<file path="src/source/syncFifo.sv">
module syncFifo #(
	parameter int WIDTH = 8,
	parameter int DEPTH = 16,
	parameter int AF_LEVEL = DEPTH - 2
) (
	input logic clk,
	input logic rst,
	input logic push,
	input logic [WIDTH-1:0] pushData,
	input logic pop,
	output logic [WIDTH-1:0] popData,
	output logic empty,
	output logic almostFull
);
	localparam int ptrW = (DEPTH > 1) ? $clog2(DEPTH) : 1;
	localparam int cntW = $clog2(DEPTH + 1);

	logic [WIDTH-1:0] mem [DEPTH];
	logic [ptrW-1:0] wrPtr;
	logic [ptrW-1:0] rdPtr;
	logic [cntW-1:0] count; // entries held

	// wrap at DEPTH, not only at powers of two
	function automatic logic [ptrW-1:0] nextPtr(input logic [ptrW-1:0] ptr);
		return (ptr == ptrW'(DEPTH - 1)) ? '0 : ptr + 1'b1;
	endfunction

	assign popData = mem[rdPtr]; // show-ahead read
	assign empty = (count == '0);
	assign almostFull = (count >= cntW'(AF_LEVEL));

	always_ff @(posedge clk) begin
		if (push) begin
			mem[wrPtr] <= pushData;
		end
	end

	always_ff @(posedge clk) begin
		if (rst) begin
			wrPtr <= '0;
			rdPtr <= '0;
			count <= '0;
		end else begin
			if (push) wrPtr <= nextPtr(wrPtr);
			if (pop) rdPtr <= nextPtr(rdPtr);
			case ({push, pop})
				2'b10: count <= count + 1'b1;
				2'b01: count <= count - 1'b1;
				default: count <= count;
			endcase
		end
	end

	// writers rely on their own credit schemes
	noOverflow: assert property (@(posedge clk) disable iff (rst)
		push |-> count != cntW'(DEPTH))
		else $error("syncFifo push while full");

	noUnderflow: assert property (@(posedge clk) disable iff (rst)
		pop |-> !empty)
		else $error("syncFifo pop while empty");

endmodule

</file>
<file path="config.mk">
export PLATFORM = sky130hd
export DESIGN_NAME = syncFifo
export DESIGN_NICKNAME = d
export VERILOG_FILES = /design/src/source/syncFifo.sv
export SDC_FILE = /design/constraint.sdc
export NUM_CORES = 1
export LEC_CHECK = 0
export ABC_AREA = 1
export BUFFER_PORTS_ARGS = -buffer_cell sky130_fd_sc_hd__buf_4
export CAP_MARGIN = 25
export CORE_MARGIN = 2
export CORE_UTILIZATION = 31
export CTS_CLUSTER_SIZE = 24
export DETAILED_ROUTE_END_ITERATION = 10
export PLACE_DENSITY = 0.48
export SLEW_MARGIN = 20
export SYNTH_ARGS = -nofsm -noshare
export SYNTH_HDL_FRONTEND = slang
export SYNTH_SLANG_ARGS = --single-unit
export TNS_END_PERCENT = 20
</file>
<file path="constraint.sdc">
create_clock -name clk -period 1.85 [get_ports clk]
set_clock_uncertainty 0.05 [all_clocks]
set_input_delay 0.37 -clock clk [delete_from_list [all_inputs] [get_ports clk]]
set_output_delay 0.37 -clock clk [all_outputs]
set_load 0.005 [all_outputs]
</file>
* Yosys cells after proc, flatten, opt, wreduce, memory -nomap -nowiden
Memories as Yosys holds them, arrays and structs flattened. A register that Yosys moved wholly into a read port is not among the register bits.
Cells that the tools add are included.
** Word-level totals
- Register bits after elaboration :: 13
- RAM bits :: 128
- Input port bits :: 12
- Logic and storage cells :: 22
- Memories kept :: 1
** Memory list
- mem :: words 16, width 8, rd ports 1, clocked after memory_dff 1, wr ports 1, RTL line 18 : logic [WIDTH-1:0] mem [DEPTH];
** Cells by class
- $add $sub $neg :: 4
- Order comparisons :: 1
- Eq/ne operators :: 4
- Muxes and demuxes :: 7
- Reduce and logical (&&, ||, !) cells :: 2
** Operator list (count)
- two-way mux 4 bit :: 4
- case mux 5 bit (2 select lines) :: 1
- adder 4 x 1 -> 4 bit (second input constant) :: 2
- equality test 4 bit (second input constant) :: 2
- adder 5 x 1 -> 5 bit (second input constant) :: 1
- >= comparator 5 x 4 -> 1 bit (second input constant) :: 1
- logical NOT 5 bit :: 1
- subtractor 5 x 1 -> 5 bit (second input constant) :: 1
- equality test 2 x 1 -> 1 bit (second input constant) :: 1
- equality test 2 bit (second input constant) :: 1
- two-way mux 1 bit :: 2
- nonzero test 2 bit :: 1

* Longest topological paths before layout
- Depth in word-level cells :: 4
- Mapped depth :: 13

* Worst setup path before layout
No wires, ideal clock.
- Path kind :: input to register
- From :: in push
- To :: reg count[4]
- Setup time :: 117 ps
- Arrival time :: 1481 ps
- Data required time :: 1683 ps
- Path slack :: 202 ps
- Stages :: 13
- Cell sequence :: inv_1 ha_1 nand2_1 inv_1 nor2_1 ha_1 inv_1 nand2_1 nand3_1 nand3_1 nand2_1 nor2_1 nor2_1
** Between the ends
- Longest elaborated chain between the ends :: 2
** Ends and longest elaborated chain
- start: declaration :: RTL line 8 : input logic push,
- equality test 2 x 1 -> 1 bit or equality test 2 bit (tied branches) :: RTL line 46 : case ({push, pop})
- case mux 5 bit (2 select lines) or nonzero test 2 bit (tied branches)
- end signal: assignment :: RTL line 47 : 2'b10: count <= count + 1'b1;
- end signal: assignment :: RTL line 48 : 2'b01: count <= count - 1'b1;
- end signal: assignment :: RTL line 49 : default: count <= count;
- end: declaration :: RTL line 21 : logic [cntW-1:0] count;
Several ways; a longest one is shown, not always the timed one.
A chain may end at the register's enable or synchronous reset.

==> summary.txt <==
Setup path
  – Critical path peak fanout: 12
  – CP required: 1.43 ns
  – Critical path endpoint category: primary output
  – Setup crit start kind: flop
  – Worst setup path category: reg -> out
  – Worst-case reg-to-reg path depth: 4
  – Reg2reg setup slack: 0.33 ns
  – Arr. time, crit path: 1.69 ns

Detailed routing
  – Vias per cell: 4.686
  – Uppermost layer routed: met4
  – DR vias: 4077
  – Met3 Wirelength: 791 um
  – DR iter-0 viols: 324
  – WL per Instance: 17.05 um
  – WL met1: 6.880 mm
  – WL final: 14.83 mm
  – DR pass1 iterations: 5
  – # DRC: 0
  – Final ANT Viol Nets: 0
  – Metal2 WL: 7.061 mm

Floorplanning
  – Die ar.: 20970 um2
  – Die width: 144.8 um
  – Row Count: 51
  – Core area: 19460 um2
  – Starting density of the core: 0.3158
  – Die H: 144.8 um
  – IO Count: 22

Yosys
  – Area leader, netlist: edfxtp_1
  – Post-Syn Nets: 555
  – Ys flop type: edfxtp_1
  – Largest cells by area after synthesis: edfxtp_1 (63%), dfxtp_1 (5.5%), inv_1 (5.1%)
  – Post-synth ARST share: 0
  – Post-synthesis sequential area ratio: 0.6806
  – Count leader, synth: edfxtp_1
  – Post-synth top cells: edfxtp_1 (128), inv_1 (84), nand2_1 (67), nand3_1 (55)
  – Number of library cell types mapped by synthesis: 23
  – Post-Syn Area: 6147 um2
  – Synth Register Bits: 145
  – Post-synth EDFFs: 128
  – Synthesized area per cell: 11.49 um2
  – Syn Inst Count: 535
  – Share of the synthesized area in the top cell type: 0.6253
  – Synth Warn #: 0

CTS
  – Root buffer cell: clkbuf_16
  – CTS buffer count: 17
  – # H-tree levels: 4
  – Worst-path clk slew: 0.06 ns
  – CTS max path bufs: 2
  – CTS tree: built
  – # clock sinks: 145
  – Clock Latency Late Sink: 0.41 ns
  – Hold_buf cts: 0

Power and ir drop
  – PD cells: 1028 nW/um2
  – VDD IR max: 0.5707 mV
  – Lkg Pwr: 2.912 nW

STA
  – Max Transition Viols Final: 0
  – Max Clk Rate: 472.8 MHz
  – Fin crit share: 1.143
  – Final hold violations: 0
  – Relative slew slack: 0.6792
  – Worst slew pin tran: 0.4806 ns
  – Setup ws final: -0.2649 ns
  – Tmin final: 2.115 ns
  – Setup violators final: 8
  – RSZ-0062 raised after global routing: yes

Hold path
  – Hold Path Class: in -> reg
  – Cell count of the worst hold path: 2

Placed design
  – Post-detail-place hpwl: 9.337 mm
  – GP Congestion: 0.8225
  – Placed cells: 832
  – Worst slack, placed: 0.05077 ns
  – PortBufs: 21

Run status
  – Violated checks: negative setup slack
  – Outcome: finished, violations left

GRT
  – GRT overflow: 0
  – First-pass GRT wire length: 22.78 mm
  – Initial antenna violation count: 0
  – Vias in the first global route: 4053
  – Total track usage: 0.1496
  – Pin count of the biggest net entering global routing: 38

Finish
  – Synth-to-Final Area Change: 24.77%
  – Final net count: 612
  – Non-Filler Instances: 870
  – Antenna Cells: 0
  – Share of cells above drive strength 1: 0.2017
  – Utilization of the core after routing: 0.3941

Job
  – Max Cap Violations: 0
## final cells by class
cell class	instances	area, um2
clock buffer	19	432.9
tap	265	331.6
inverter	84	315.3
multi-input combinational	281	1580
timing repair buffer	63	653.1
sequential	145	4189
clock inverter	13	167.7
fill	1881	11790
## power breakdown
| group | switching, W | internal, W | leakage [nW] |
|---|---|---|---|
| combinational | 0.000416 | 0.000313 | 1.32 |
| clock | 0.00126 | 0.00223 | 0.295 |
| sequential | 0.0000393 | 0.00362 | 1.30 |
## worst max-delay path, cell delays in order, from the launching register on
cell,delay [ns]
dfxtp_4,0.37
buf_12,0.16
buf_16,0.15
a21oi_1,0.13
o21ai_0,0.09
nand3_1,0.11
nand3_2,0.09
nand2_2,0.08
buf_6,0.09
## worst paths after layout
path,startpoint,endpoint
min reg2reg,count[0],count[0]
min,rst,rdPtr[3]
max reg2reg,wrPtr[0],mem[3][4]
max,flop,popData[5]
## cell usage in the layout, fill, tap and decap left out, types with 4 or more instances in the layout
cell,netlist,final
o211ai_1,22,22
a21oi_1,41,32
nand2_1,67,63
o21ai_1,2,12
a21oi_2,0,9
o21ai_0,41,31
inv_1,84,84
buf_12,0,5
o211ai_2,10,10
nor2_1,25,25
nand3_1,55,48
ha_1,8,8
dfxtp_1,17,15
nand2_2,0,4
edfxtp_1,128,128
nand3_2,0,7
bufinv_16,0,4
buf_4,1,47
buf_6,4,6
clkinv_1,0,4
clkbuf_16,0,19
## timing repair
action,4_1_cts,5_1_grt
buffers inserted,4,0
pin swaps,18,13
resized for setup,20,20
endpoints found under the setup margin,8,8
gates cloned,1,2
## per-layer routing
| layer | vias to the layer above | GRT usage |
|---|---|---|
| li1 | 1979 | - |
| met2 | 95 | 0.2418 |
| met5 | - | 0 |
| met3 | 8 | 0.04212 |
| met4 | 0 | 0.03577 |
| met1 | 1995 | 0.1999 |
## registers in the layout (all words and copies together) (netlist names), named ones only
register  count
count         5
mem         128
rdPtr         4
wrPtr         4
## stage by stage
step / instance area, um2 / TNS (ns) / hold WS, ns / power [W]
2_1_floorplan: 6147 / 0 / 0.4012 / 0.004100
3_5_place_dp: 6840 / 0 / 0.4552 / 0.004368
4_1_cts: 7582 / -2.219 / 0.1491 / 0.007906
6_report: 7670 / -1.912 / 0.1655 / 0.007883
5_1_grt: 7670 / -2.713 / 0.1577 / 0.008192
3_3_place_gp: 6840 / 0 / 0.4430 / 0.004360
## cells by family after synthesis
kind of cell | after synthesis | share of synthesized area
DFF | 145 | 0.6806
and+or+nand+nor | 152 | 0.1054
xor gates and xnor gates | 3 | 0.004275
adders and majority gates | 8 | 0.01628
AOI/OAI and AO/OA | 118 | 0.1183
buffers and inverters | 109 | 0.07510
No activity file was read; power rests on OpenSTA's default activity.
