**config.mk**
```make
export PLATFORM = sky130hd
export DESIGN_NAME = stringFetcher
export DESIGN_NICKNAME = d
export VERILOG_FILES = /design/src/source/memPkg.sv /design/src/source/strPkg.sv /design/src/source/stringFetcher.sv
export VERILOG_INCLUDE_DIRS = /design/src /design/src/include
export SDC_FILE = /design/constraint.sdc
export NUM_CORES = 1
export LEC_CHECK = 0
export ABC_AREA = 1
export CORE_AREA = 4 4 274 276
export DETAILED_ROUTE_END_ITERATION = 8
export DIE_AREA = 0 0 278 280
export DONT_BUFFER_PORTS = 1
export GPL_ROUTABILITY_DRIVEN = 1
export GPL_TIMING_DRIVEN = 0
export HOLD_SLACK_MARGIN = 0.1
export PLACE_DENSITY = 0.42
export SYNTH_ARGS = -nofsm -noshare
export SYNTH_HDL_FRONTEND = slang
export SYNTH_SLANG_ARGS = --single-unit
export TNS_END_PERCENT = 50
```
**constraint.sdc**
```tcl
create_clock -name clk -period 3.9 [get_ports clk]
set_input_delay 0.195 -clock clk [delete_from_list [all_inputs] [get_ports clk]]
set_output_delay 0.195 -clock clk [all_outputs]
set_load 0.05 [all_outputs]
```
**src/include/strReader_macros.svh**
```systemverilog
`ifndef STR_READER_MACROS_SVH
`define STR_READER_MACROS_SVH

// cache line geometry
`define LINE_BYTES 64
`define OFFS_PER_LINE 16 // 4-byte offsets per line

// offset lines buffered plus still in flight
`define OFFBUF_DEPTH 4

`define META_DEPTH 64 // one entry per string line request
`define OUT_DEPTH 64 // aligned beats waiting for the sink

// string line requests allowed without a response
`define MAX_INFLIGHT 16

`endif
```
**src/source/memPkg.sv**
```systemverilog
`include "strReader_macros.svh"

package memPkg;

	typedef logic [`LINE_BYTES*8-1:0] lineT; // byte b sits at bits 8b+7:8b
	typedef logic [57:0] lineAddrT; // byte address / 64

	// response routing
	typedef logic reqTagT;

	localparam reqTagT tagOffset = 1'b0;
	localparam reqTagT tagString = 1'b1;

	typedef struct packed {
		lineAddrT addr;
		reqTagT tag;
	} readReqT;

	typedef struct packed {
		lineT data;
		reqTagT tag; // echoed from the request
	} readRespT;

endpackage

```
**src/source/strPkg.sv**
```systemverilog
package strPkg;

	typedef logic [31:0] heapOffT; // byte offset into the heap
	typedef logic [3:0] wordOffT; // 32-bit word within a line

	// one string as two neighbouring offsets
	typedef struct packed {
		heapOffT start;
		heapOffT stop; // one past the last byte
	} offPairT;

	// travels from request to response
	typedef struct packed {
		logic first; // leading line only fills the holder
		wordOffT wordOff; // shift in words
		logic lastLine; // last request of the string
	} strMetaT;

	typedef struct packed {
		memPkg::lineT data;
		logic last;
	} beatT;

	// beats per string follow the length in whole lines
	// an empty string still gives one beat

endpackage

```
**src/source/stringFetcher.sv**
```systemverilog
`include "strReader_macros.svh"

module stringFetcher (
	input logic clk,
	input logic rst,
	input logic go,
	input memPkg::lineAddrT vbaseAddr,
	input strPkg::offPairT pair,
	input logic pairValid,
	input logic strGrant,
	input logic respValid,
	input memPkg::readRespT readResp,
	input logic outAlmostFull,
	input logic metaAlmostFull,
	output logic pairTake,
	output logic strReq,
	output memPkg::lineAddrT strAddr,
	output logic metaPush,
	output strPkg::strMetaT meta
);
	import memPkg::*;
	import strPkg::*;

	localparam int flightW = $clog2(`MAX_INFLIGHT + 1);

	typedef enum logic [1:0] {
		idle,
		newString, // first heap line of the string
		moreLines // remaining lines incl. the alignment spare
	} stateT;

	stateT state;
	lineAddrT vbase; // heap base for this run
	lineAddrT curAddr; // next heap line to request
	wordOffT wordOff;
	logic [26:0] linesLeft; // requests after the first one
	logic [flightW-1:0] inFlight;
	logic reqHeld; // request raised but not granted yet
	logic canIssue;
	logic strResp;
	heapOffT strLen;
	logic [26:0] beatCnt;

	assign strLen = pair.stop - pair.start;
	// beats = whole lines of payload, at least one
	assign beatCnt = (strLen == '0) ? 27'd1 : 27'(({1'b0, strLen} + 33'd63) >> 6);

	assign pairTake = (state == idle) && pairValid;

	// room downstream for every answer still owed
	assign canIssue = !outAlmostFull && !metaAlmostFull &&
		(inFlight < flightW'(`MAX_INFLIGHT));
	assign strReq = (state != idle) && (canIssue || reqHeld);
	assign strAddr = curAddr;

	assign metaPush = strGrant; // one entry per accepted request
	assign meta = '{
		first: (state == newString),
		wordOff: wordOff,
		lastLine: (state == moreLines) && (linesLeft == 27'd1)
	};

	assign strResp = respValid && (readResp.tag == tagString);

	always_ff @(posedge clk) begin
		if (rst) begin
			state <= idle;
			inFlight <= '0;
			reqHeld <= 1'b0;
			vbase <= '0;
		end else begin
			if (go) vbase <= vbaseAddr;
			reqHeld <= strReq && !strGrant;
			inFlight <= inFlight + flightW'(strGrant) - flightW'(strResp);
			case (state)
				idle: begin
					if (pairTake) state <= newString;
				end
				newString: begin
					if (strGrant) state <= moreLines;
				end
				moreLines: begin
					if (strGrant && linesLeft == 27'd1) state <= idle;
				end
				default: state <= idle;
			endcase
		end
	end

	always_ff @(posedge clk) begin
		if (pairTake) begin
			curAddr <= vbase + lineAddrT'(pair.start[31:6]);
			wordOff <= pair.start[5:2]; // 4-byte granularity
			linesLeft <= beatCnt; // n beats need n+1 lines
		end else if (strGrant) begin
			curAddr <= curAddr + 1'b1;
			if (state == moreLines) linesLeft <= linesLeft - 1'b1;
		end
	end

	// memory answers only what was granted here
	noStrayResp: assert property (@(posedge clk) disable iff (rst)
		strResp |-> inFlight != '0)
		else $error("string response without request in flight");

endmodule

```
Word-level counts from Yosys, hierarchy flattened

Cells that the tools add are included.

Logic and storage cells: 50
Register bits after elaboration: 155
Bits of input ports: 643
Output and inout port bits: 67

Reductions and logical operators: 19
Add/subtract/negate cells: 7
Equality and inequality tests: 6
Multiplexer cells: 10
Order comparisons: 1

Operators by type and width:

| cell                  | number |
|---|---|
| $mux 58               | 2 |
| $mux 27               | 4 |
| $add 58x1->58 const B | 1 |
| $add 58x26->58        | 1 |
| $add 32x6->33 const B | 1 |
| $logic_not 32->1      | 1 |
| $sub 32x32->32        | 1 |
| $eq 27x1->1 const B   | 1 |
| $sub 27x1->27 const B | 1 |
| $logic_and 1x1->1     | 8 |
| $mux 2                | 3 |
| $pmux 2 s3            | 1 |
| $reduce_bool 2->1     | 3 |
| $add 5x1->5           | 1 |
| $lt 5x5->1 const B    | 1 |
| $sub 5x1->5           | 1 |
| $ne 2x2->1 const B    | 2 |
| $logic_not 1->1       | 3 |
| $reduce_and 3->1      | 1 |
| $eq 2x1->1 const B    | 1 |
| $eq 2x2->1 const B    | 1 |
| $logic_not 2->1       | 1 |
| $ne 2x1->1 const B    | 1 |
| $reduce_and 2->1      | 1 |
| $logic_or 1x1->1      | 1 |

Longest topological paths before layout

Word-level depth: 6
Mapped depth: 22
Mapped depth without buffers: 22

Worst setup path before layout

Ideal clock, no wire load.

Path type: reg2reg
Start: register state[1]
End: register linesLeft[0], enable pin
Stages on the path, launching flop included: 5
Setup time: 0.449 ns
Path slack: 0.998 ns
Clock period less this slack: 2.902 ns
Arrival time: 2.454 ns
Cells stage by stage: dfxtp_1 -> inv_1 -> nor2_1 -> inv_1 -> o21ai_0

Cells in the longest elaborated chain, start to end: 4

Ends and longest elaborated chain:

| item                                  | RTL line            | source |
|---|---|---|
| from (decl)                           | stringFetcher.sv:32 | `stateT state;` |
| from (signal assigned)                | stringFetcher.sv:67 | `state <= idle;` |
| from (signal assigned)                | stringFetcher.sv:77 | `if (pairTake) state <= newString;` |
| from (signal assigned)                | stringFetcher.sv:80 | `if (strGrant) state <= moreLines;` |
| $logic_not 2->1                       | stringFetcher.sv:48 | `assign pairTake = (state == idle) && pairValid;` |
| $logic_and 1x1->1                     | stringFetcher.sv:48 |  |
| $reduce_bool 2->1 (no source line)    | --                  |  |
| $reduce_and 2->1 (no source line) (*) | --                  |  |
| to (signal assigned)                  | stringFetcher.sv:94 | `linesLeft <= beatCnt;` |
| to (signal assigned)                  | stringFetcher.sv:97 | `if (state == moreLines) linesLeft <= linesLeft - 1'b1;` |
| to (decl)                             | stringFetcher.sv:36 | `logic [26:0] linesLeft;` |

Every way passes the cells marked *; elsewhere a longest branch is shown, timed or not.
A chain may end at the register's enable or synchronous reset.

Worst setup path in the final report

Start: register vbase[0]
End: register curAddr[54] (netlist: strAddr[54]), data pin

Cells in the longest elaborated chain, start to end: 2

Ends and longest elaborated chain:

| item                   | RTL line            | source |
|---|---|---|
| from (decl)            | stringFetcher.sv:33 | `lineAddrT vbase;` |
| from (signal assigned) | stringFetcher.sv:72 | `if (go) vbase <= vbaseAddr;` |
| $add 58x26->58         | stringFetcher.sv:92 | `curAddr <= vbase + lineAddrT'(pair.start[31:6]);` |
| $mux 58                | stringFetcher.sv:91 | `if (pairTake) begin` |
| to (signal assigned)   | stringFetcher.sv:92 |  |
| to (signal assigned)   | stringFetcher.sv:96 | `curAddr <= curAddr + 1'b1;` |
| to (decl)              | stringFetcher.sv:34 | `lineAddrT curAddr;` |

No other way between the ends.

==> summary.txt <==
Detailed placer's ending HPWL: 51,300 µm
GRT overflow: 0
Crit path arrival time: 3.65 ns
CP Max Fanout: 5
Ys flop type: edfxtp_1
Area of the multi-input gates: 8680 µm²
Mapped Nets: 2,934
CP dominant cell by count: o21ai_0
Layout cells sized above 1: 4.48%
Asr flop ratio synth: 0%
Clk slew on worst S/H paths: 0.08 ns
Routed via count: 14,374
Most common cell after layout, fill and taps aside: nand2_1
PortBufs: 0
Mapped cell area: 14,000 µm²
Slew Viols, Final: 0
Maximum vdd drop: 0.000380 V
Hold Path Depth: 4
Number of antenna violations at the first check in global routing: 0
Post-synth EDFFs: 89
# H-tree levels: 4
Final WS setup: 0.430 ns
Synth-to-layout area growth: 17.8%
Layout net count: 3,018
CP Data Required Time: 4.08 ns
HP Class: in2reg
Core area: 72,600 µm²
Worst r2r src: vbase[0]
Crit. End Element: flip-flop
Worst slew pin tran: 1.01 ns
Max Root-Sink Buffers: 2
Wire per inst: 18.6 µm
Worst setup path start: vbase[0]
CTS tree: built
Sequential area share after synthesis: 28.4%
Flip-flop and latch area: 3990 µm²
Wirelength, routed: 61,000 µm
Post-Syn Area per Cell: 6.32 µm²
Placed Instance Area: 15,300 µm²
CP top delay family: compound AO/OA/AOI/OAI gates
Most frequent cells in the layout: nand2_1 (705), inv_1 (322), nor2_1 (249), a21oi_1 (128), nand3_1 (124)
Largest net degree at the start of global routing: 59
Rows: 99
Worst slew margin: 32.5%
CP max-delay cell: o21ai_0
Antenna Nets Post-Route: 0
Final Setup Violations: 0
Synth warn: 0
Worst path depth: 12
Initial core utilization: 19.3%
Final hold viol count: 0
Routed vias/inst: 4.38
Period utilisation layout: 89.0%
Vias in the first global route: 13,893
CP max stage delay: 0.45 ns
PwrDens: 385 nW/µm²
Post-CTS sizing: 0
GPL Wtd Cong: 0.908
DR iter-0 viols: 986
Skew-Pair Late Insertion Delay: 0.46 ns
Num CTS Buffers: 17
Status: finished, final reports clean
Synth Register Bits: 155
Die W: 278 µm
Gr usage total: 15.3%
Total setup buffers inserted after CTS: 0
DRC: 0
Final Cell Area: 16,500 µm²
Clk_skew: 0.0192 ns
Worst setup SP type: flip-flop
# clock sinks: 155
Root buffer cell: clkbuf_16
Register-to-Register Path Depth: 12
Critical-path cell list: ha_1 -> inv_1 -> fa_1 -> o21ai_0 -> nand3_1 -> nand2_1 -> a21o_2 -> a21oi_1 -> nor2_1 -> nand3_1 -> o21ai_0 -> o21ai_0
Fillers: 8,370
Diodes inserted: 0
Max_cap viols: 0
Max Freq: 288 MHz
Min-delay src: outAlmostFull
Initial DRT Pass Iterations: 5
Die area: 77,800 µm²
Final min period: 3.47 ns
WS Path Type: reg2reg
Yosys cell types: 56
Cell count after synthesis: 2,223
Leak: 0.00732 µW
Buf+Inv Stages, Crit Path: 1
Die height: 280 µm
IO Pins: 710
Pre-CTS WS: 0.478 ns
RSZ-0062 raised after global routing: no
First-pass GRT wire length: 89,700 µm
==> per-layer routing <==
metal,GRT usage (%),up-vias,part of all wire (%)
met5,0,-,0
met4,5.00,0,3.3
met3,2.80,55,5.7
met2,25.4,373,46
met1,20.2,6582,45
li1,-,7364,-
==> timing repair <==
| action | CTS | global route |
|---|---|---|
| hold buffers | 64 | 0 |
| endpoints found under the hold margin | 67 | 0 |
| endpoints found under the setup margin | 0 | 0 |
==> cells by family (layout without fill, tap and decap cells) <==
kind of cell	Yosys count	in the layout	share of synthesized area, %
AO/OA/AOI/OAI	303	303	12.0
XOR/XNOR	82	82	5.17
adder cells (fa/ha/maj)	68	68	6.22
buffers and inverters	366	463	9.88
flip-flops	155	155	28.4
AND/OR/NAND/NOR	1249	1249	38.3
==> power by group <==
group	internal [µW]	switching, µW	total [µW]
Combinational	584	1180	1770
Sequential	2010	750	2760
Clock	990	857	1850
==> area by class of cell <==
type                       instances  area share, %
clock inverter                    12          0.825
tap                              959           7.26
multi-input combinational       1702           52.5
sequential                       155           24.2
inverter                         327           7.42
buffer                            39          0.968
timing repair buffer              65           3.99
clock buffer                      20           2.90
==> registers in the layout, indices dropped and copies added, names as in the netlist <==
| register | flops |
|---|---|
| strAddr | 58 |
| vbase | 58 |
| linesLeft | 27 |
| inFlight | 5 |
| wordOff | 4 |
| state | 2 |
| reqHeld | 1 |
==> per-stage QoR <==
step	TNS, ns	power, µW	instances	util, %	hold WS (ns)
5_1_grt	0	6750	3279	22.8	0.250
3_3_place_gp	-30.29	4510	3182	21.0	0.294
3_5_place_dp	0	4510	3183	21.1	0.294
4_1_cts	0	6420	3279	22.8	0.218
6_report	0	6370	3279	22.8	0.251
2_1_floorplan	0	3840	2223	-	0.294
==> synth_stat cells (all sizes together) (41+ instances only) <==
library cell,n,area [µm²]
nand2,724,2770
inv,326,1220
nor2,270,1120
nand3,131,698
a21oi,129,649
o21ai,107,536
edfxtp,89,2670
dfxtp,66,1320
ha,65,813
xor2,55,489
nor3,47,273
nand4,41,272
==> worst paths after layout <==
check	slack (ns)	to
worst max-delay path	0.43	strAddr[54]
worst min-delay path	0.25	reqHeld
worst max register to register	0.43	strAddr[54]
worst min register to register	0.47	vbase[19]
==> worst register-to-register path, delay by kind of cell, from the launching register on <==
kind	cells	cell delay (ns)
DFF	1	0.39
buffers and inverters	1	0.08
AOI/OAI and AO/OA	5	1.35
adders and majority gates	2	0.58
and+or+nand+nor	4	0.81
Power figures use the tool's default switching activity.
