--- src/include/strReader_macros.svh ---
`ifndef STR_READER_MACROS_SVH
`define STR_READER_MACROS_SVH

// cache line geometry
`define LINE_BYTES 64
`define OFFS_PER_LINE 16 // 4-byte offsets per line

// offset lines buffered plus still in flight
`define OFFBUF_DEPTH 4

`define META_DEPTH 64 // one entry per string line request
`define OUT_DEPTH 64 // aligned beats waiting for the sink

// string line requests allowed without a response
`define MAX_INFLIGHT 16

`endif
--- src/source/memPkg.sv ---
`include "strReader_macros.svh"

package memPkg;

	typedef logic [`LINE_BYTES*8-1:0] lineT; // byte b sits at bits 8b+7:8b
	typedef logic [57:0] lineAddrT; // byte address / 64

	// response routing
	typedef logic reqTagT;

	localparam reqTagT tagOffset = 1'b0;
	localparam reqTagT tagString = 1'b1;

	typedef struct packed {
		lineAddrT addr;
		reqTagT tag;
	} readReqT;

	typedef struct packed {
		lineT data;
		reqTagT tag; // echoed from the request
	} readRespT;

endpackage

--- src/source/readArbiter.sv ---
module readArbiter (
	input logic clk,
	input logic rst,
	input logic offReq,
	input memPkg::lineAddrT offAddr,
	input logic strReq,
	input memPkg::lineAddrT strAddr,
	input logic readReqReady,
	output logic offGrant,
	output logic strGrant,
	output logic readReqValid,
	output memPkg::readReqT readReq
);
	import memPkg::*;

	logic prioStr; // string side wins the next tie
	logic lockValid; // port holds an unaccepted request
	logic lockStr; // which side that request came from
	logic pickStr;
	logic fire;

	// a waiting request keeps its owner until the handshake
	assign pickStr = lockValid ? lockStr : (strReq && (!offReq || prioStr));
	assign readReqValid = offReq || strReq;
	assign fire = readReqValid && readReqReady;

	assign readReq = '{
		addr: pickStr ? strAddr : offAddr,
		tag: pickStr ? tagString : tagOffset
	};

	assign offGrant = fire && !pickStr; // same-cycle grant
	assign strGrant = fire && pickStr;

	always_ff @(posedge clk) begin
		if (rst) begin
			prioStr <= 1'b0;
			lockValid <= 1'b0;
			lockStr <= 1'b0;
		end else begin
			lockValid <= readReqValid && !readReqReady;
			lockStr <= pickStr;
			if (fire) prioStr <= !pickStr; // loser goes first next time
		end
	end

	// locked owner must still be asking when its grant arrives
	grantToRequester: assert property (@(posedge clk) disable iff (rst)
		!(offGrant && !offReq) && !(strGrant && !strReq))
		else $error("grant given to a side that is not requesting");

	// requesters must hold address and valid while waiting
	holdRequest: assert property (@(posedge clk) disable iff (rst)
		readReqValid && !readReqReady |=> readReqValid && $stable(readReq))
		else $error("read request changed before ready");

endmodule

--- config.mk ---
export PLATFORM = sky130hd
export DESIGN_NAME = readArbiter
export DESIGN_NICKNAME = d
export VERILOG_FILES = /design/src/source/memPkg.sv /design/src/source/readArbiter.sv
export VERILOG_INCLUDE_DIRS = /design/src /design/src/include
export SDC_FILE = /design/constraint.sdc
export NUM_CORES = 1
export LEC_CHECK = 0
export BUFFER_PORTS_ARGS = -buffer_cell sky130_fd_sc_hd__buf_4
export CAP_MARGIN = 10
export CELL_PAD_IN_SITES_DETAIL_PLACEMENT = 0
export CELL_PAD_IN_SITES_GLOBAL_PLACEMENT = 1
export CORE_MARGIN = 2
export CORE_UTILIZATION = 15
export DETAILED_ROUTE_END_ITERATION = 7
export GPL_ROUTABILITY_DRIVEN = 0
export PLACE_DENSITY = 0.95
export SYNTH_ARGS = -nofsm -noshare
export SYNTH_HDL_FRONTEND = slang
export SYNTH_SLANG_ARGS = --single-unit
export TNS_END_PERCENT = 1
--- constraint.sdc ---
create_clock -name clk -period 3.8 [get_ports clk]
set_input_delay 0.38 -clock clk [delete_from_list [all_inputs] [get_ports clk]]
set_output_delay 0.38 -clock clk [all_outputs]
set_load 0.01 [all_outputs]
---- Word-level counts from Yosys, hierarchy flattened ----
Index checks and enable logic that the tools add are counted.
operators by class
  multiplexer cells ....................... 3
  reduce and logical (&&, ||, !) cells .... 10
operators with widths
  kind               number
  58-bit 2-to-1 mux  1
  1-bit logical AND  5
  1-bit zero test    3
  1-bit logical OR   2
  1-bit 2-to-1 mux   2
word-level totals
  flip-flop bits (word level) ............. 3
  output and inout port bits .............. 62
  word-level logic and storage cells ...... 16

---- Longest topological paths before layout ----
Gate-level depths: netlist (run 1).
  depth after elaboration ................. 6
  gate-level depth with buffers ........... 4
  depth with buffers taken out ............ 3

---- Worst setup path after synthesis (run 1) ----
Ideal clock, no wire load.
  path type ............................... input -> output
  start ................................... input port offReq
  end ..................................... output port readReq[10] (netlist bit)
  arrival time ............................ 1.369 ns
  required time ........................... 3.420 ns
  slack ................................... 2.051 ns
  stages .................................. 4
  buffers on the path ..................... 1
  path through ............................ nor2b_1 > o21ai_4 > buf_6 > mux2_1
RTL lines
  item                RTL line           RTL
  start: declaration  readArbiter.sv:4   input logic offReq,
  end: declaration    readArbiter.sv:12  output memPkg::readReqT readReq

==> out/metrics.cfg, run 1 <==
[die]
start_util_pct=15.7
fp.coreArea_um2=5540
dieWidth_um=80.2
dieArea_um2=6430
die-height_um=80.2
io_pins=183
num_rows=27

[power]
p_leak_nw=1.18
ir_drop_mv=0.214
powerDensity_nw_per_um2=188

[yosys]
synth_most_common_cell=mux2_1
synth_cells=80
syn_area_um2=871
ys_seq_area_share_pct=6.90
yosysTopAreaCell=mux2_1
ys_top_cells_by_area=mux2_1 (58%), mux2_2 (17%), buf_6 (7.8%)
synth_common_cells=mux2_1 (45), mux2_2 (13), buf_6 (6), dfxtp_1 (3), nor2b_1 (3)
yosys_register_bits=3
synth_top_area_share_pct=58.2
synth-async-reset-ratio_pct=0
synth_edf_count=0
synthesis.nets=201
ys_warn_count=0
ys_types=15
synth_area_per_cell_um2=10.9
synthFlopType=dfxtp_1

[routing]
first_iter_violations=46
drc=0
wl_per_cell_um=12.8
dr.pass1.iters=4
routed_wl_um=4250
ant_nets=0
avgViaCountPerCell=4.12
vias=1368

[timing]
fin_crit_ns=2.37
rsz0062_at_grt=no
slew_viol_final=0
hold_viol=0
fmax_mhz=422
slew_headroom_pct=50.3
setup_viol=0
period_share_pct=62.3
finClkSkew_ns=0.00160
setup_tns_ns=0
postLayoutSetupSlackWorst_ns=1.43
worstMarginPinSlew_ns=0.746

[min_path]
hold_depth=2
hold_end=lockValid$_SDFF_PP0_
hold_path.startpoint=readReqReady
hold_path.class=input pin to flip-flop

[critical_path]
r2r_setup_slack_ns=2.31
r2r_end=prioStr$_SDFFE_PP0N_
crit_buf_inv=2
critPathKind=flip-flop to output pin
ff2ff_path_depth=4
cpMostUsedCell=buf_4
critical_path.slowest_cell=buf_4
crit_family=buffers and inverters
worstSetupStartpointType=flip-flop
rr_startpoint=lockValid$_SDFF_PP0_
required_ns=3.42
path_cells=nand2b_1, o21ai_4, buf_4, mux2_1, buf_4
max_stage_delay_ns=0.61
end_kind=output pin
critPathMaxFanout=63
arrival_ns=1.99

[clock_tree]
clkLatencyLatePin_ns=0.21
cts_hold_buf=0
cts_tree=built
htree_num_levels=1
post_cts_resized=0
postCtsSetupRepairBufs=0
cts_root_buffer=clkbuf_8
cts_inserted_buffers=3
path_clk_slew_ns=0.03
clk_path_buf_depth=2
cts_sinks=3

[place]
io_buffers=182
dp_slack_ns=1.42
place_hpwl_um=3670

[cells_and_area]
drive_above_1_share_pct=77.3
area.growth.synth_to_final_pct=165
diodes=0
nNetsFinal=382

[global_route]
grt_pass1_wl_um=6130
grt_max_degree=64
grt_pass1_vias=1390
antenna_found_initial=0
grt_util_all_layers_pct=11.7
grt_overflow=0

[outcome]
status=finished, final reports clean

[flow_run]
cap_violations=0

per-layer routing:
metal / up-vias / global-route usage (%) / share of wire [%]
li1: 657 / - / -
met1: 621 / 12.0 / 35
met2: 84 / 23.5 / 55
met3: 6 / 2.25 / 9.4
met4: 0 / 3.56 / 0.87
met5: - / 0 / 0
flip-flops by register name, indices dropped and copies added, names as in the netlist:
signal	count
prioStr	1
lockStr	1
lockValid	1
cells in the final DEF (no fill, tap or decap):
cell type | netlist | routed
nor2_1 | 1 | 1
nand2b_1 | 1 | 1
mux2_2 | 13 | 13
buf_4 | 1 | 183
nand2_1 | 1 | 1
o31ai_1 | 1 | 1
nor3b_1 | 1 | 1
o21ai_4 | 1 | 1
or2_2 | 1 | 1
dfxtp_1 | 3 | 3
mux2_1 | 45 | 45
nor2b_1 | 3 | 3
nand3b_1 | 1 | 1
clkbuf_1 | 0 | 1
o21ai_0 | 1 | 1
clkbuf_8 | 0 | 3
worst register-to-register path: cells and delay by family, from the launching register on:
kind	cells	cell delay, ns
simple gates	1	0.17
buf+inv	1	0.61
compound gates	2	0.28
flops	1	0.30
report_power, final:
part | total [mW] | switching, mW | internal [mW] | leakage (nW)
Sequential | 0.0348 | 0.000949 | 0.0338 | 0.0248
Clock | 0.0917 | 0.0202 | 0.0715 | 0.0228
Combinational | 0.307 | 0.110 | 0.197 | 1.13
Total | 0.434 | 0.132 | 0.302 | 1.18
how the worst max path moves through the flow:
stage	start	endpoint	slack [ns]	cells past startpoint
2_1_floorplan	offReq	readReq[10]	2.05	4
3_3_place_gp	offReq	readReq[38]	1.45	6
3_5_place_dp	offReq	readReq[33]	1.42	6
4_1_cts	lockValid$_SDFF_PP0_	readReq[33]	1.39	5
5_1_grt	lockValid$_SDFF_PP0_	readReq[33]	1.28	5
6_report	lockValid$_SDFF_PP0_	readReq[33]	1.43	5
cell families after synthesis:
logic type | after synthesis | synth area share, %
multiplexers | 58 | 75.0
buffers and inverters | 7 | 8.62
flip-flops | 3 | 6.90
AND/OR/NAND/NOR | 9 | 6.18
AO/OA/AOI/OAI | 3 | 3.30
area by class of cell:
| cell class | count | area, um^2 |
|---|---|---|
| well taps | 72 | 90.1 |
| flip-flops and latches | 3 | 60.1 |
| multi-input cells | 70 | 736 |
| clock buffers | 4 | 45.0 |
| fillers | 555 | 3240 |
| repair buffers | 183 | 1370 |
stage by stage:
stage                     area (um^2)  hold slack, ns  util, %  instances  power (mW)
after floorplan                   871           0.452        -         80       0.162
after global placement           2260           0.484     40.8        328       0.342
after detailed placement         2260           0.492     40.8        328       0.346
after CTS                        2300           0.333     41.6        332       0.441
after global routing             2300           0.333     41.6        332       0.466
final                            2300           0.336     41.6        332       0.434
Note: power is estimated with default switching activity, not from simulation.
==> inputs of run 2 (changes only) <==
--- a/config.mk
+++ b/config.mk
@@ -11,10 +11,10 @@
 export CELL_PAD_IN_SITES_DETAIL_PLACEMENT = 0
 export CELL_PAD_IN_SITES_GLOBAL_PLACEMENT = 1
 export CORE_MARGIN = 2
-export CORE_UTILIZATION = 15
+export CORE_UTILIZATION = 14
 export DETAILED_ROUTE_END_ITERATION = 7
 export GPL_ROUTABILITY_DRIVEN = 0
-export PLACE_DENSITY = 0.95
+export PLACE_DENSITY = 0.93
 export SYNTH_ARGS = -nofsm -noshare
 export SYNTH_HDL_FRONTEND = slang
 export SYNTH_SLANG_ARGS = --single-unit
==> constraint.sdc (replaced) <==
create_clock -name clk -period 2.2 [get_ports clk]
set_input_delay 0.22 -clock clk [delete_from_list [all_inputs] [get_ports clk]]
set_output_delay 0.22 -clock clk [all_outputs]
set_load 0.01 [all_outputs]
==> run 2 against run 1 <==
  * Die area is 6.8% higher
  * Worst hold slack worse by 0.17 ns
  * Register-to-register slack worse by 1.3 ns
  * Sequential power is 72% higher
  * Via count is 1.0% lower
  * Global-route usage is 0.74 points lower
  * Critical path depth stayed put
  * Worst setup slack worse by 1.2 ns
  * Cell count is 0.90% higher
  * Combinational power is 74% higher
  * Largest cell class unchanged
  * Highest routed layer unchanged
==> out/metrics.cfg, run 2 (same netlist as run 1, synthesis figures left out) <==
[clock_tree]
post_cts_resized=0
path_clk_slew_ns=0.04
clk_path_buf_depth=2
cts_sinks=3
cts_tree=built
htree_num_levels=1
cts_root_buffer=clkbuf_8
postCtsSetupRepairBufs=0
clkLatencyLatePin_ns=0.22
cts_inserted_buffers=3
cts_hold_buf=0

[timing]
slew_viol_final=0
period_share_pct=88.9
postLayoutSetupSlackWorst_ns=0.245
rsz0062_at_grt=no
worstMarginPinSlew_ns=0.406
setup_tns_ns=0
fmax_mhz=512
setup_viol=0
finClkSkew_ns=0.00458
fin_crit_ns=1.95
slew_headroom_pct=72.7
hold_viol=0

[power]
ir_drop_mv=0.286
p_leak_nw=1.18
powerDensity_nw_per_um2=329

[cells_and_area]
nNetsFinal=382
final_common_cell=buf_4
drive_above_1_share_pct=77.3
area.growth.synth_to_final_pct=167
final_cell_mix=buf_4 (182), mux2_1 (45), mux2_2 (13)
fin_cells=335
reg_top3=lockStr x1, lockValid x1, prioStr x1
num-fill-cells=618
diodes=0

[global_route]
grt_overflow=0
grt_pass1_wl_um=6370
grt_pass1_vias=1344
grt_max_degree=64
grt_util_all_layers_pct=11.0
antenna_found_initial=0

[place]
dp_slack_ns=0.456
place_hpwl_um=3490
placed_cells=331
io_buffers=182

[min_path]
hold_path.class=input pin to flip-flop
hold_end=lockValid$_SDFF_PP0_
hold_path.startpoint=readReqReady
hold_depth=2

[critical_path]
critPathKind=flip-flop to output pin
end_kind=output pin
rr_startpoint=lockValid$_SDFF_PP0_
critPathMaxFanout=63
r2r_setup_slack_ns=0.98
required_ns=1.98
r2r_end=prioStr$_SDFFE_PP0N_
ff2ff_path_depth=4
worstSetupStartpointType=flip-flop
arrival_ns=1.73

[routing]
vias=1354
ant_nets=0
first_iter_violations=25
dr.pass1.iters=4
drc=0
avgViaCountPerCell=4.04
wl_per_cell_um=12.2
routed_wl_um=4090

[die]
dieArea_um2=6870
start_util_pct=14.6
die-height_um=82.9
io_pins=183
num_rows=28
dieWidth_um=82.9
fp.coreArea_um2=5960

[outcome]
status=finished, final reports clean

[flow_run]
cap_violations=0

==> run 2: cell counts in the layout (fill, tap and decap cells not counted) <==
No cell type changed its count.
==> run 2: area by class of cell <==
| cell class | instances | area (um^2) | area share [%] |
|---|---|---|---|
| clock buffer | 4 | 45.0 | 1.94 |
| sequential | 3 | 60.1 | 2.59 |
| tap | 75 | 93.8 | 4.04 |
| multi-input combinational | 70 | 736 | 31.7 |
| timing repair buffer | 183 | 1390 | 59.7 |
==> run 2: stage by stage <==
stage	power (mW)	area, um^2	utilization, %	hold WS (ns)
after floorplan	0.281	871	-	0.292
after global placement	0.591	2280	38.2	0.397
after detailed placement	0.600	2280	38.2	0.397
after CTS	0.773	2320	39.0	0.161
after global routing	0.813	2320	39.0	0.165
final	0.763	2320	39.0	0.161
==> run 2: where the power goes <==
part	leakage, nW	switching, mW	total, mW	internal (mW)
Clock	0.0228	0.0454	0.170	0.124
Sequential	0.0248	0.00153	0.0599	0.0584
Combinational	1.14	0.189	0.533	0.344
Total	1.18	0.236	0.763	0.527
==> run 2: per-layer routing <==
layer / up-vias / track usage (%) / wire length [um]
met3: 8 / 2.98 / 416
met4: 0 / 4.02 / 63
li1: 656 / - / -
met5: - / 0 / 0
met2: 92 / 21.0 / 2210
met1: 598 / 11.3 / 1410
==> run 2: worst max-delay path by stage <==
| stage | startpoint | to | slack, ns | cells after the start |
|---|---|---|---|---|
| 6_report | lockValid$_SDFF_PP0_ | readReq[4] | 0.25 | 5 |
| 5_1_grt | lockValid$_SDFF_PP0_ | readReq[4] | 0.19 | 5 |
| 4_1_cts | lockValid$_SDFF_PP0_ | readReq[4] | 0.25 | 5 |
| 3_5_place_dp | offReq | readReq[4] | 0.46 | 6 |
| 3_3_place_gp | offReq | readReq[4] | 0.48 | 6 |
| 2_1_floorplan | lockValid$_SDFF_PP0_ | readReq[10] | 0.70 | 4 |
==> run 2: critical path, cell delays in order, from the launching register on <==
cell      delay [ns]
dfxtp_1         0.29
nand2b_1        0.17
o21ai_4         0.16
buf_12          0.29
mux2_1          0.38
buf_4           0.15
