$ cat config.mk
export PLATFORM = sky130hd
export DESIGN_NAME = lineAligner
export DESIGN_NICKNAME = d
export VERILOG_FILES = /design/src/source/memPkg.sv /design/src/source/strPkg.sv /design/src/source/lineAligner.sv /design/src/source/syncFifo.sv
export VERILOG_INCLUDE_DIRS = /design/src /design/src/include
export SDC_FILE = /design/constraint.sdc
export NUM_CORES = 2
export LEC_CHECK = 0
export ABC_CLOCK_PERIOD_IN_PS = 34500
export CAP_MARGIN = 15
export CORE_AREA = 2 2 410 412
export CTS_CLUSTER_DIAMETER = 200
export DETAILED_ROUTE_END_ITERATION = 7
export DIE_AREA = 0 0 412 414
export DONT_BUFFER_PORTS = 1
export PLACE_DENSITY = 0.65
export SLEW_MARGIN = 10
export SYNTH_ARGS = -nofsm -noshare
export SYNTH_HDL_FRONTEND = slang
export SYNTH_SLANG_ARGS = --single-unit
$ cat constraint.sdc
create_clock -name clk -period 34.5 [get_ports clk]
set_clock_uncertainty 0.1 [all_clocks]
set_input_delay 1.725 -clock clk [delete_from_list [all_inputs] [get_ports clk]]
set_output_delay 1.725 -clock clk [all_outputs]
set_load 0.02 [all_outputs]
$ cat src/include/strReader_macros.svh
`ifndef STR_READER_MACROS_SVH
`define STR_READER_MACROS_SVH

// cache line geometry
`define LINE_BYTES 64
`define OFFS_PER_LINE 16 // 4-byte offsets per line

// offset lines buffered plus still in flight
`define OFFBUF_DEPTH 4

`define META_DEPTH 64 // one entry per string line request
`define OUT_DEPTH 64 // aligned beats waiting for the sink

// string line requests allowed without a response
`define MAX_INFLIGHT 16

`endif
$ cat src/source/memPkg.sv
`include "strReader_macros.svh"

package memPkg;

	typedef logic [`LINE_BYTES*8-1:0] lineT; // byte b sits at bits 8b+7:8b
	typedef logic [57:0] lineAddrT; // byte address / 64

	// response routing
	typedef logic reqTagT;

	localparam reqTagT tagOffset = 1'b0;
	localparam reqTagT tagString = 1'b1;

	typedef struct packed {
		lineAddrT addr;
		reqTagT tag;
	} readReqT;

	typedef struct packed {
		lineT data;
		reqTagT tag; // echoed from the request
	} readRespT;

endpackage

$ cat src/source/strPkg.sv
package strPkg;

	typedef logic [31:0] heapOffT; // byte offset into the heap
	typedef logic [3:0] wordOffT; // 32-bit word within a line

	// one string as two neighbouring offsets
	typedef struct packed {
		heapOffT start;
		heapOffT stop; // one past the last byte
	} offPairT;

	// travels from request to response
	typedef struct packed {
		logic first; // leading line only fills the holder
		wordOffT wordOff; // shift in words
		logic lastLine; // last request of the string
	} strMetaT;

	typedef struct packed {
		memPkg::lineT data;
		logic last;
	} beatT;

	// beats per string follow the length in whole lines
	// an empty string still gives one beat

endpackage

$ cat src/source/lineAligner.sv
`include "strReader_macros.svh"

module lineAligner (
	input logic clk,
	input logic rst,
	input logic respValid,
	input memPkg::readRespT readResp,
	input logic metaPush,
	input strPkg::strMetaT meta,
	output logic metaAlmostFull,
	output logic beatValid,
	output strPkg::beatT beat
);
	import memPkg::*;
	import strPkg::*;

	strMetaT headMeta; // entry of the oldest request
	logic strResp;
	lineT heldLine; // previous line of the same string
	logic [2*$bits(lineT)-1:0] window;

	// leaves MAX_INFLIGHT slots for requests already granted
	syncFifo #(
		.WIDTH($bits(strMetaT)),
		.DEPTH(`META_DEPTH),
		.AF_LEVEL(`META_DEPTH - `MAX_INFLIGHT)
	) metaFifo (
		.clk(clk),
		.rst(rst),
		.push(metaPush),
		.pushData(meta),
		.pop(strResp),
		.popData(headMeta),
		.empty(),
		.almostFull(metaAlmostFull)
	);

	assign strResp = respValid && (readResp.tag == tagString);

	// new line on top, held line below, drop wordOff words
	assign window = {readResp.data, heldLine} >> {headMeta.wordOff, 5'b00000};

	always_ff @(posedge clk) begin
		if (rst) begin
			beatValid <= 1'b0;
		end else begin
			beatValid <= strResp && !headMeta.first; // leading line gives no beat
		end
	end

	always_ff @(posedge clk) begin
		if (strResp) begin
			heldLine <= readResp.data;
			beat.data <= window[$bits(lineT)-1:0];
			beat.last <= headMeta.lastLine;
		end
	end

endmodule

$ cat src/source/syncFifo.sv
module syncFifo #(
	parameter int WIDTH = 8,
	parameter int DEPTH = 16,
	parameter int AF_LEVEL = DEPTH - 2
) (
	input logic clk,
	input logic rst,
	input logic push,
	input logic [WIDTH-1:0] pushData,
	input logic pop,
	output logic [WIDTH-1:0] popData,
	output logic empty,
	output logic almostFull
);
	localparam int ptrW = (DEPTH > 1) ? $clog2(DEPTH) : 1;
	localparam int cntW = $clog2(DEPTH + 1);

	logic [WIDTH-1:0] mem [DEPTH];
	logic [ptrW-1:0] wrPtr;
	logic [ptrW-1:0] rdPtr;
	logic [cntW-1:0] count; // entries held

	// wrap at DEPTH, not only at powers of two
	function automatic logic [ptrW-1:0] nextPtr(input logic [ptrW-1:0] ptr);
		return (ptr == ptrW'(DEPTH - 1)) ? '0 : ptr + 1'b1;
	endfunction

	assign popData = mem[rdPtr]; // show-ahead read
	assign empty = (count == '0);
	assign almostFull = (count >= cntW'(AF_LEVEL));

	always_ff @(posedge clk) begin
		if (push) begin
			mem[wrPtr] <= pushData;
		end
	end

	always_ff @(posedge clk) begin
		if (rst) begin
			wrPtr <= '0;
			rdPtr <= '0;
			count <= '0;
		end else begin
			if (push) wrPtr <= nextPtr(wrPtr);
			if (pop) rdPtr <= nextPtr(rdPtr);
			case ({push, pop})
				2'b10: count <= count + 1'b1;
				2'b01: count <= count - 1'b1;
				default: count <= count;
			endcase
		end
	end

	// writers rely on their own credit schemes
	noOverflow: assert property (@(posedge clk) disable iff (rst)
		push |-> count != cntW'(DEPTH))
		else $error("syncFifo push while full");

	noUnderflow: assert property (@(posedge clk) disable iff (rst)
		pop |-> !empty)
		else $error("syncFifo pop while empty");

endmodule

# Word-level counts from Yosys, hierarchy flattened

Memory sizes are Yosys's and may differ from the RTL's. A register that Yosys moved wholly into a read port is not among the register bits.
Index checks and enable logic that the tools add are counted.
W data, S select, Z words.

Equality and inequality tests: 4
Shift-type cells: 1
Add/sub/neg operators: 4
Multiplexer cells: 7
Reductions and logical operators: 4
Order comparisons: 1

Operators with widths:

| operator              | number |
|---|---|
| $shr A1024 B9 Y512    | 1 |
| $mux W6               | 4 |
| $pmux W7 S2           | 1 |
| $add A6 B1 Y6 const B | 2 |
| $eq A6 B6 Y1 const B  | 2 |
| $add A7 B1 Y7 const B | 1 |
| $ge A7 B6 Y1 const B  | 1 |
| $sub A7 B1 Y7 const B | 1 |
| $eq A2 B1 Y1 const B  | 1 |
| $eq A2 B2 Y1 const B  | 1 |
| $logic_and A1 B1 Y1   | 2 |
| $mux W1               | 2 |
| $reduce_bool A2 Y1    | 1 |
| $logic_not A1 Y1      | 1 |

RAM bits: 384
Memories kept: 1
Flip-flop bits (word level): 1045
Input bits: 523
Word-level logic and storage cells: 29

Memories:

| name         | depth | width | read ports | clocked after memory_dff | wr ports | RTL line       | RTL |
|---|---|---|---|---|---|---|---|
| metaFifo.mem | 64    | 6     | 1          | 1                        | 1        | syncFifo.sv:18 | `logic [WIDTH-1:0] mem [DEPTH];` |

# Longest topological paths before layout

Depth in word-level cells: 4
Mapped depth: 17
Gate-level depth less buffers: 14

# By module

From an unflattened synthesis, not the netlist that was laid out.

Cells, all modules: 5064
Area total of the unflattened synthesis: 87567.7 um^2

By module, submodules not included:

| module      | area each (um^2) | seq. area each (um^2) | cells each | instances |
|---|---|---|---|---|
| lineAligner | 71239.6          | 30799.5               | 4189       | 1 |
| syncFifo    | 16328.2          | 12031.5               | 875        | 1 |

# Least setup slack after synthesis

No wires, ideal clock.

Path type: input-to-reg
Start: input port respValid
End: register metaFifo.count[6]
Path slack: 8062 ps
Data arrival time: 26268 ps
Data required time: 34330 ps
Stages: 14
Cell sequence: nand2_1 > inv_1 > ha_1 > buf_1 > xor2_1 > ha_1 > nor3b_1 > o21ai_0 > nand3_1 > nand3_1 > mux2_2 > o32a_1 > or3_1 > a21oi_1

Word-level cells in the longest chain between the ends: 3
Elaborated cells between the ends (all ways): 5
Those cells by class: eq/ne (2); mux (1); reduce/logical (2)

Ends and longest elaborated chain:

| what                                              | RTL line          | RTL |
|---|---|---|
| start: declaration                                | lineAligner.sv:6  | `input logic respValid,` |
| $logic_and A1 B1 Y1 *                             | lineAligner.sv:38 | `assign strResp = respValid && (readResp.tag == tagString);` |
| net metaFifo.pop                                  | syncFifo.sv:10    | `input logic pop,` |
| $eq A2 B1 Y1 or $eq A2 B2 Y1 (tied branches)      | syncFifo.sv:46    | `case ({push, pop})` |
| $pmux W7 S2 or $reduce_bool A2 Y1 (tied branches) | --                |  |
| end signal: assignment                            | syncFifo.sv:47    | `2'b10: count <= count + 1'b1;` |
| end signal: assignment                            | syncFifo.sv:48    | `2'b01: count <= count - 1'b1;` |
| end signal: assignment                            | syncFifo.sv:49    | `default: count <= count;` |
| end: declaration                                  | syncFifo.sv:21    | `logic [cntW-1:0] count;` |

The timed path passes the listed nets; every way through them passes the cells marked *.
A chain may end at the register's enable or synchronous reset.

==> run_results.csv <==
group,metric,value,unit
run_status,status,"finished, violations left",
run_status,violations,"design-rule violations",
power,powerDensity,61.7,mW/mm^2
logic_synthesis,synth-main-ff-cell,"edfxtp_1",
logic_synthesis,synth_top_area_share,0.515,
grt,gr-total-overflow,0,
route,initialDrtViolationCount,10157,
min_path,holdPathStages,2,
critical_path,rrSetupSlack,25.64,ns
min_path,hold_start,"metaFifo.count[6]",
grt,grt_max_degree,153,
logic_synthesis,netlist_top_cells_area,"edfxtp_1 51%, mux2i_1 21%, o22ai_1 4.1%",
route,drt-total-wl,331000,um
power,leakage,32.6,nW
sta,rsz0062_at_grt,"no",
floorplan,num_rows,150,
sta,finalHoldViolCount,0,
critical_path,crit_required,34.97,ns
critical_path,end_kind,"register",
route,drc,4,
sta,maxSlewViolCount,0,
sta,min_period,8.86,ns
route,wl_met3,42200,um
cts,insertion_delay,0.87,ns
logic_synthesis,syn_area_per_cell,12.0,sq um
cts,clk_path_buf_depth,3,
placed_design,port_buffers,0,
run,drv_cap,0,
placed_design,dp.cells,8579,
route,ant_nets,0,
grt,grt_pass1_wl,465000,um
logic_synthesis,async_flop_share,0,
cts,cts_tree,"yes",
floorplan,core_area,0.166,sq mm
sta,tightest_slew,1.24,ns
critical_path,critPathKind,"register to register",
route,via_per_inst,7.21,
min_path,holdPathEnd,"metaFifo.count[6]",
power,power,5.46,mW
route,vias,64125,
cts,htreeDepth,4,
grt,grt_pass1_vias,60904,
grt,grt_util_all_layers,0.374,
logic_synthesis,ys_warn_count,0,
logic_synthesis,ys_ff_latch,1435,
sta,max_freq,0.113,GHz
cts,cts-root-buf,"clkbuf_16",
logic_synthesis,synth.distinct_cells,65,
route,routed.top_layer,"met5",
critical_path,start_kind,"register",
min_path,holdCritPathClass,"register to register",
sta,setup_slack,25.64,ns
logic_synthesis,synthCells,6865,
logic_synthesis,synth_edf_count,1409,
placed_design,post_dp_cell_area,0.0831,sq mm
sta,fin_crit_sh,0.257,
sta,hold_slack,0.386,ns
floorplan,dieHeight,414,um
finish,instances_no_fill,8899,
finish,utilization,0.532,
critical_path,cp.arrival,9.33,ns
placed_design,gp_congestion,0.984,
critical_path,reg2reg_to,"beat[132]",
floorplan,dieArea,0.171,sq mm
route,first_pass_iters,8,
sta,slew-limit-headroom,0.170,
cts,cts_buffers,158,
logic_synthesis,syn-num-nets,7393,
grt,antenna_found_initial,27,
critical_path,r2r_cells,14,
finish,final_layout_size_suffix_gt1_frac,0.0810,
cts,clkSinkCount,1435,
logic_synthesis,yosysTopAreaCell,"edfxtp_1",
finish,synthToLayoutAreaGrowth,7.63,%
cts,cts_resized,0,
route,met2WireLength,145000,um
cts,ctsHoldBuffers,0,
cts,post_cts.repair.setup_buffers,0,
floorplan,io_pins,1038,
route,wl_per_cell,37.2,um
logic_synthesis,syn_area,0.0822,sq mm
route,wl_met1,121000,um
finish,nets,7065,
placed_design,preCtsSetupSlack,25.77,ns
sta,finalSetupTns,0,ns
floorplan,die_w,412,um
floorplan,start_util,0.494,
cts,cts.clk_slew.worst_paths,0.06,ns
power,irDropWorstVdd,0.0000565,V
critical_path,critPathMaxFanout,71,
logic_synthesis,seq_area_frac_synth,0.521,
placed_design,hpwlAfterDp,224000,um
sta,finalSetupViolations,0,
finish,fin_area,0.0885,sq mm
[report_power, final]
group	internal [mW]	switching, mW
logic	0.488	0.958
clock network	0.971	0.767
registers	2.10	0.180
total	3.55	1.90
[logic make-up (layout without fill, tap and decap cells)]
group | after synthesis | count (layout) | share of synthesized area
muxes | 1903 | 1903 | 0.248
and+or+nand+nor | 1554 | 1554 | 0.0786
DFF | 1435 | 1435 | 0.521
AOI/OAI and AO/OA | 1356 | 1356 | 0.114
buffers and inverters | 597 | 402 | 0.0355
xor gates and xnor gates | 15 | 15 | 0.00160
adders and majority gates | 5 | 5 | 0.000761
other | 0 | 25 | 0
[state kept, by name, indices dropped and copies added (netlist names), named ones only]
name,flops
metaFifo.rdPtr,6
heldLine,512
metaFifo.mem,384
beatValid,1
metaFifo.wrPtr,6
metaFifo.count,7
beat,513
[cells in the mapped netlist (4+ instances only)]
| master | number |
|---|---|
| a21oi_1 | 267 |
| nor4_1 | 10 |
| mux2i_2 | 23 |
| o221a_2 | 15 |
| nor2b_1 | 11 |
| a22o_1 | 170 |
| nor2_1 | 380 |
| buf_1 | 62 |
| a221oi_1 | 13 |
| buf_6 | 30 |
| dfxtp_1 | 26 |
| o221a_1 | 18 |
| nand2_1 | 776 |
| a222oi_1 | 24 |
| or3_1 | 7 |
| xnor2_1 | 6 |
| a32o_1 | 11 |
| a22oi_1 | 165 |
| nor4b_1 | 10 |
| mux4_2 | 99 |
| nand3_1 | 144 |
| a32oi_1 | 83 |
| nand4_1 | 6 |
| edfxtp_1 | 1409 |
| buf_4 | 57 |
| nor3_1 | 184 |
| mux2_2 | 30 |
| buf_2 | 180 |
| nor2_2 | 4 |
| o22ai_1 | 544 |
| a211oi_1 | 17 |
| xor2_1 | 9 |
| mux2i_1 | 1751 |
| ha_1 | 5 |
| o21ai_0 | 13 |
| clkbuf_1 | 261 |
[routing by layer]
metal	vias to the layer above	global-route usage
met1	31827	0.471
li1	26283	-
met2	4903	0.560
met3	1094	0.128
met5	-	0
met4	18	0.213
[worst max-delay path by stage]
stage / start / to / slack, ns / cells past startpoint
after CTS: register / beat[132] / 25.76 / 14
after floorplan: respValid / metaFifo.count[6] / 8.06 / 14
after global routing: register / beat[100] / 25.19 / 14
final: register / beat[132] / 25.64 / 14
after global placement: register / beat[100] / 25.82 / 14
after detailed placement: register / beat[132] / 25.77 / 14
[placed cells by master, fill, tap and decap left out, drive strengths merged, types with 13 or more instances in the layout]
cell type	synthesis	final
clkbuf	261	187
a22oi	165	165
nand3	144	144
o221a	33	33
nand2	778	778
diode	0	25
a222oi	24	24
mux2i	1774	1774
nor2	386	386
a221oi	13	13
o22ai	544	544
nor3	184	184
edfxtp	1409	1409
a21oi	267	267
o21ai	14	14
bufinv	0	15
mux2	30	30
a32oi	83	83
mux4	99	99
a211oi	17	17
dfxtp	26	26
a22o	170	170
buf	330	103
clkinv	1	81
[critical path: stages, from the launching register on]
cell and delay [ns]:
dfxtp_4 0.73, buf_4 0.82, mux4_2 0.36, and2_0 0.15
a2111oi_2 0.07, a2111oi_2 0.54, or2_4 0.81, buf_4 0.91
buf_4 0.95, buf_4 0.84, buf_4 0.96, mux2i_1 0.60
mux2i_1 0.21, o22ai_1 0.20, nor3_1 0.08
[cell type report]
type,instances,area (sq um)
inverters,6,32.5
clock inverters,106,1210
diodes,25,62.6
multi-input cells,4833,36600
well taps,2204,2760
fillers,14124,77800
flip-flops and latches,1435,42800
clock buffers,187,4070
repair buffers,103,856
No activity file was read; power rests on OpenSTA's default activity.
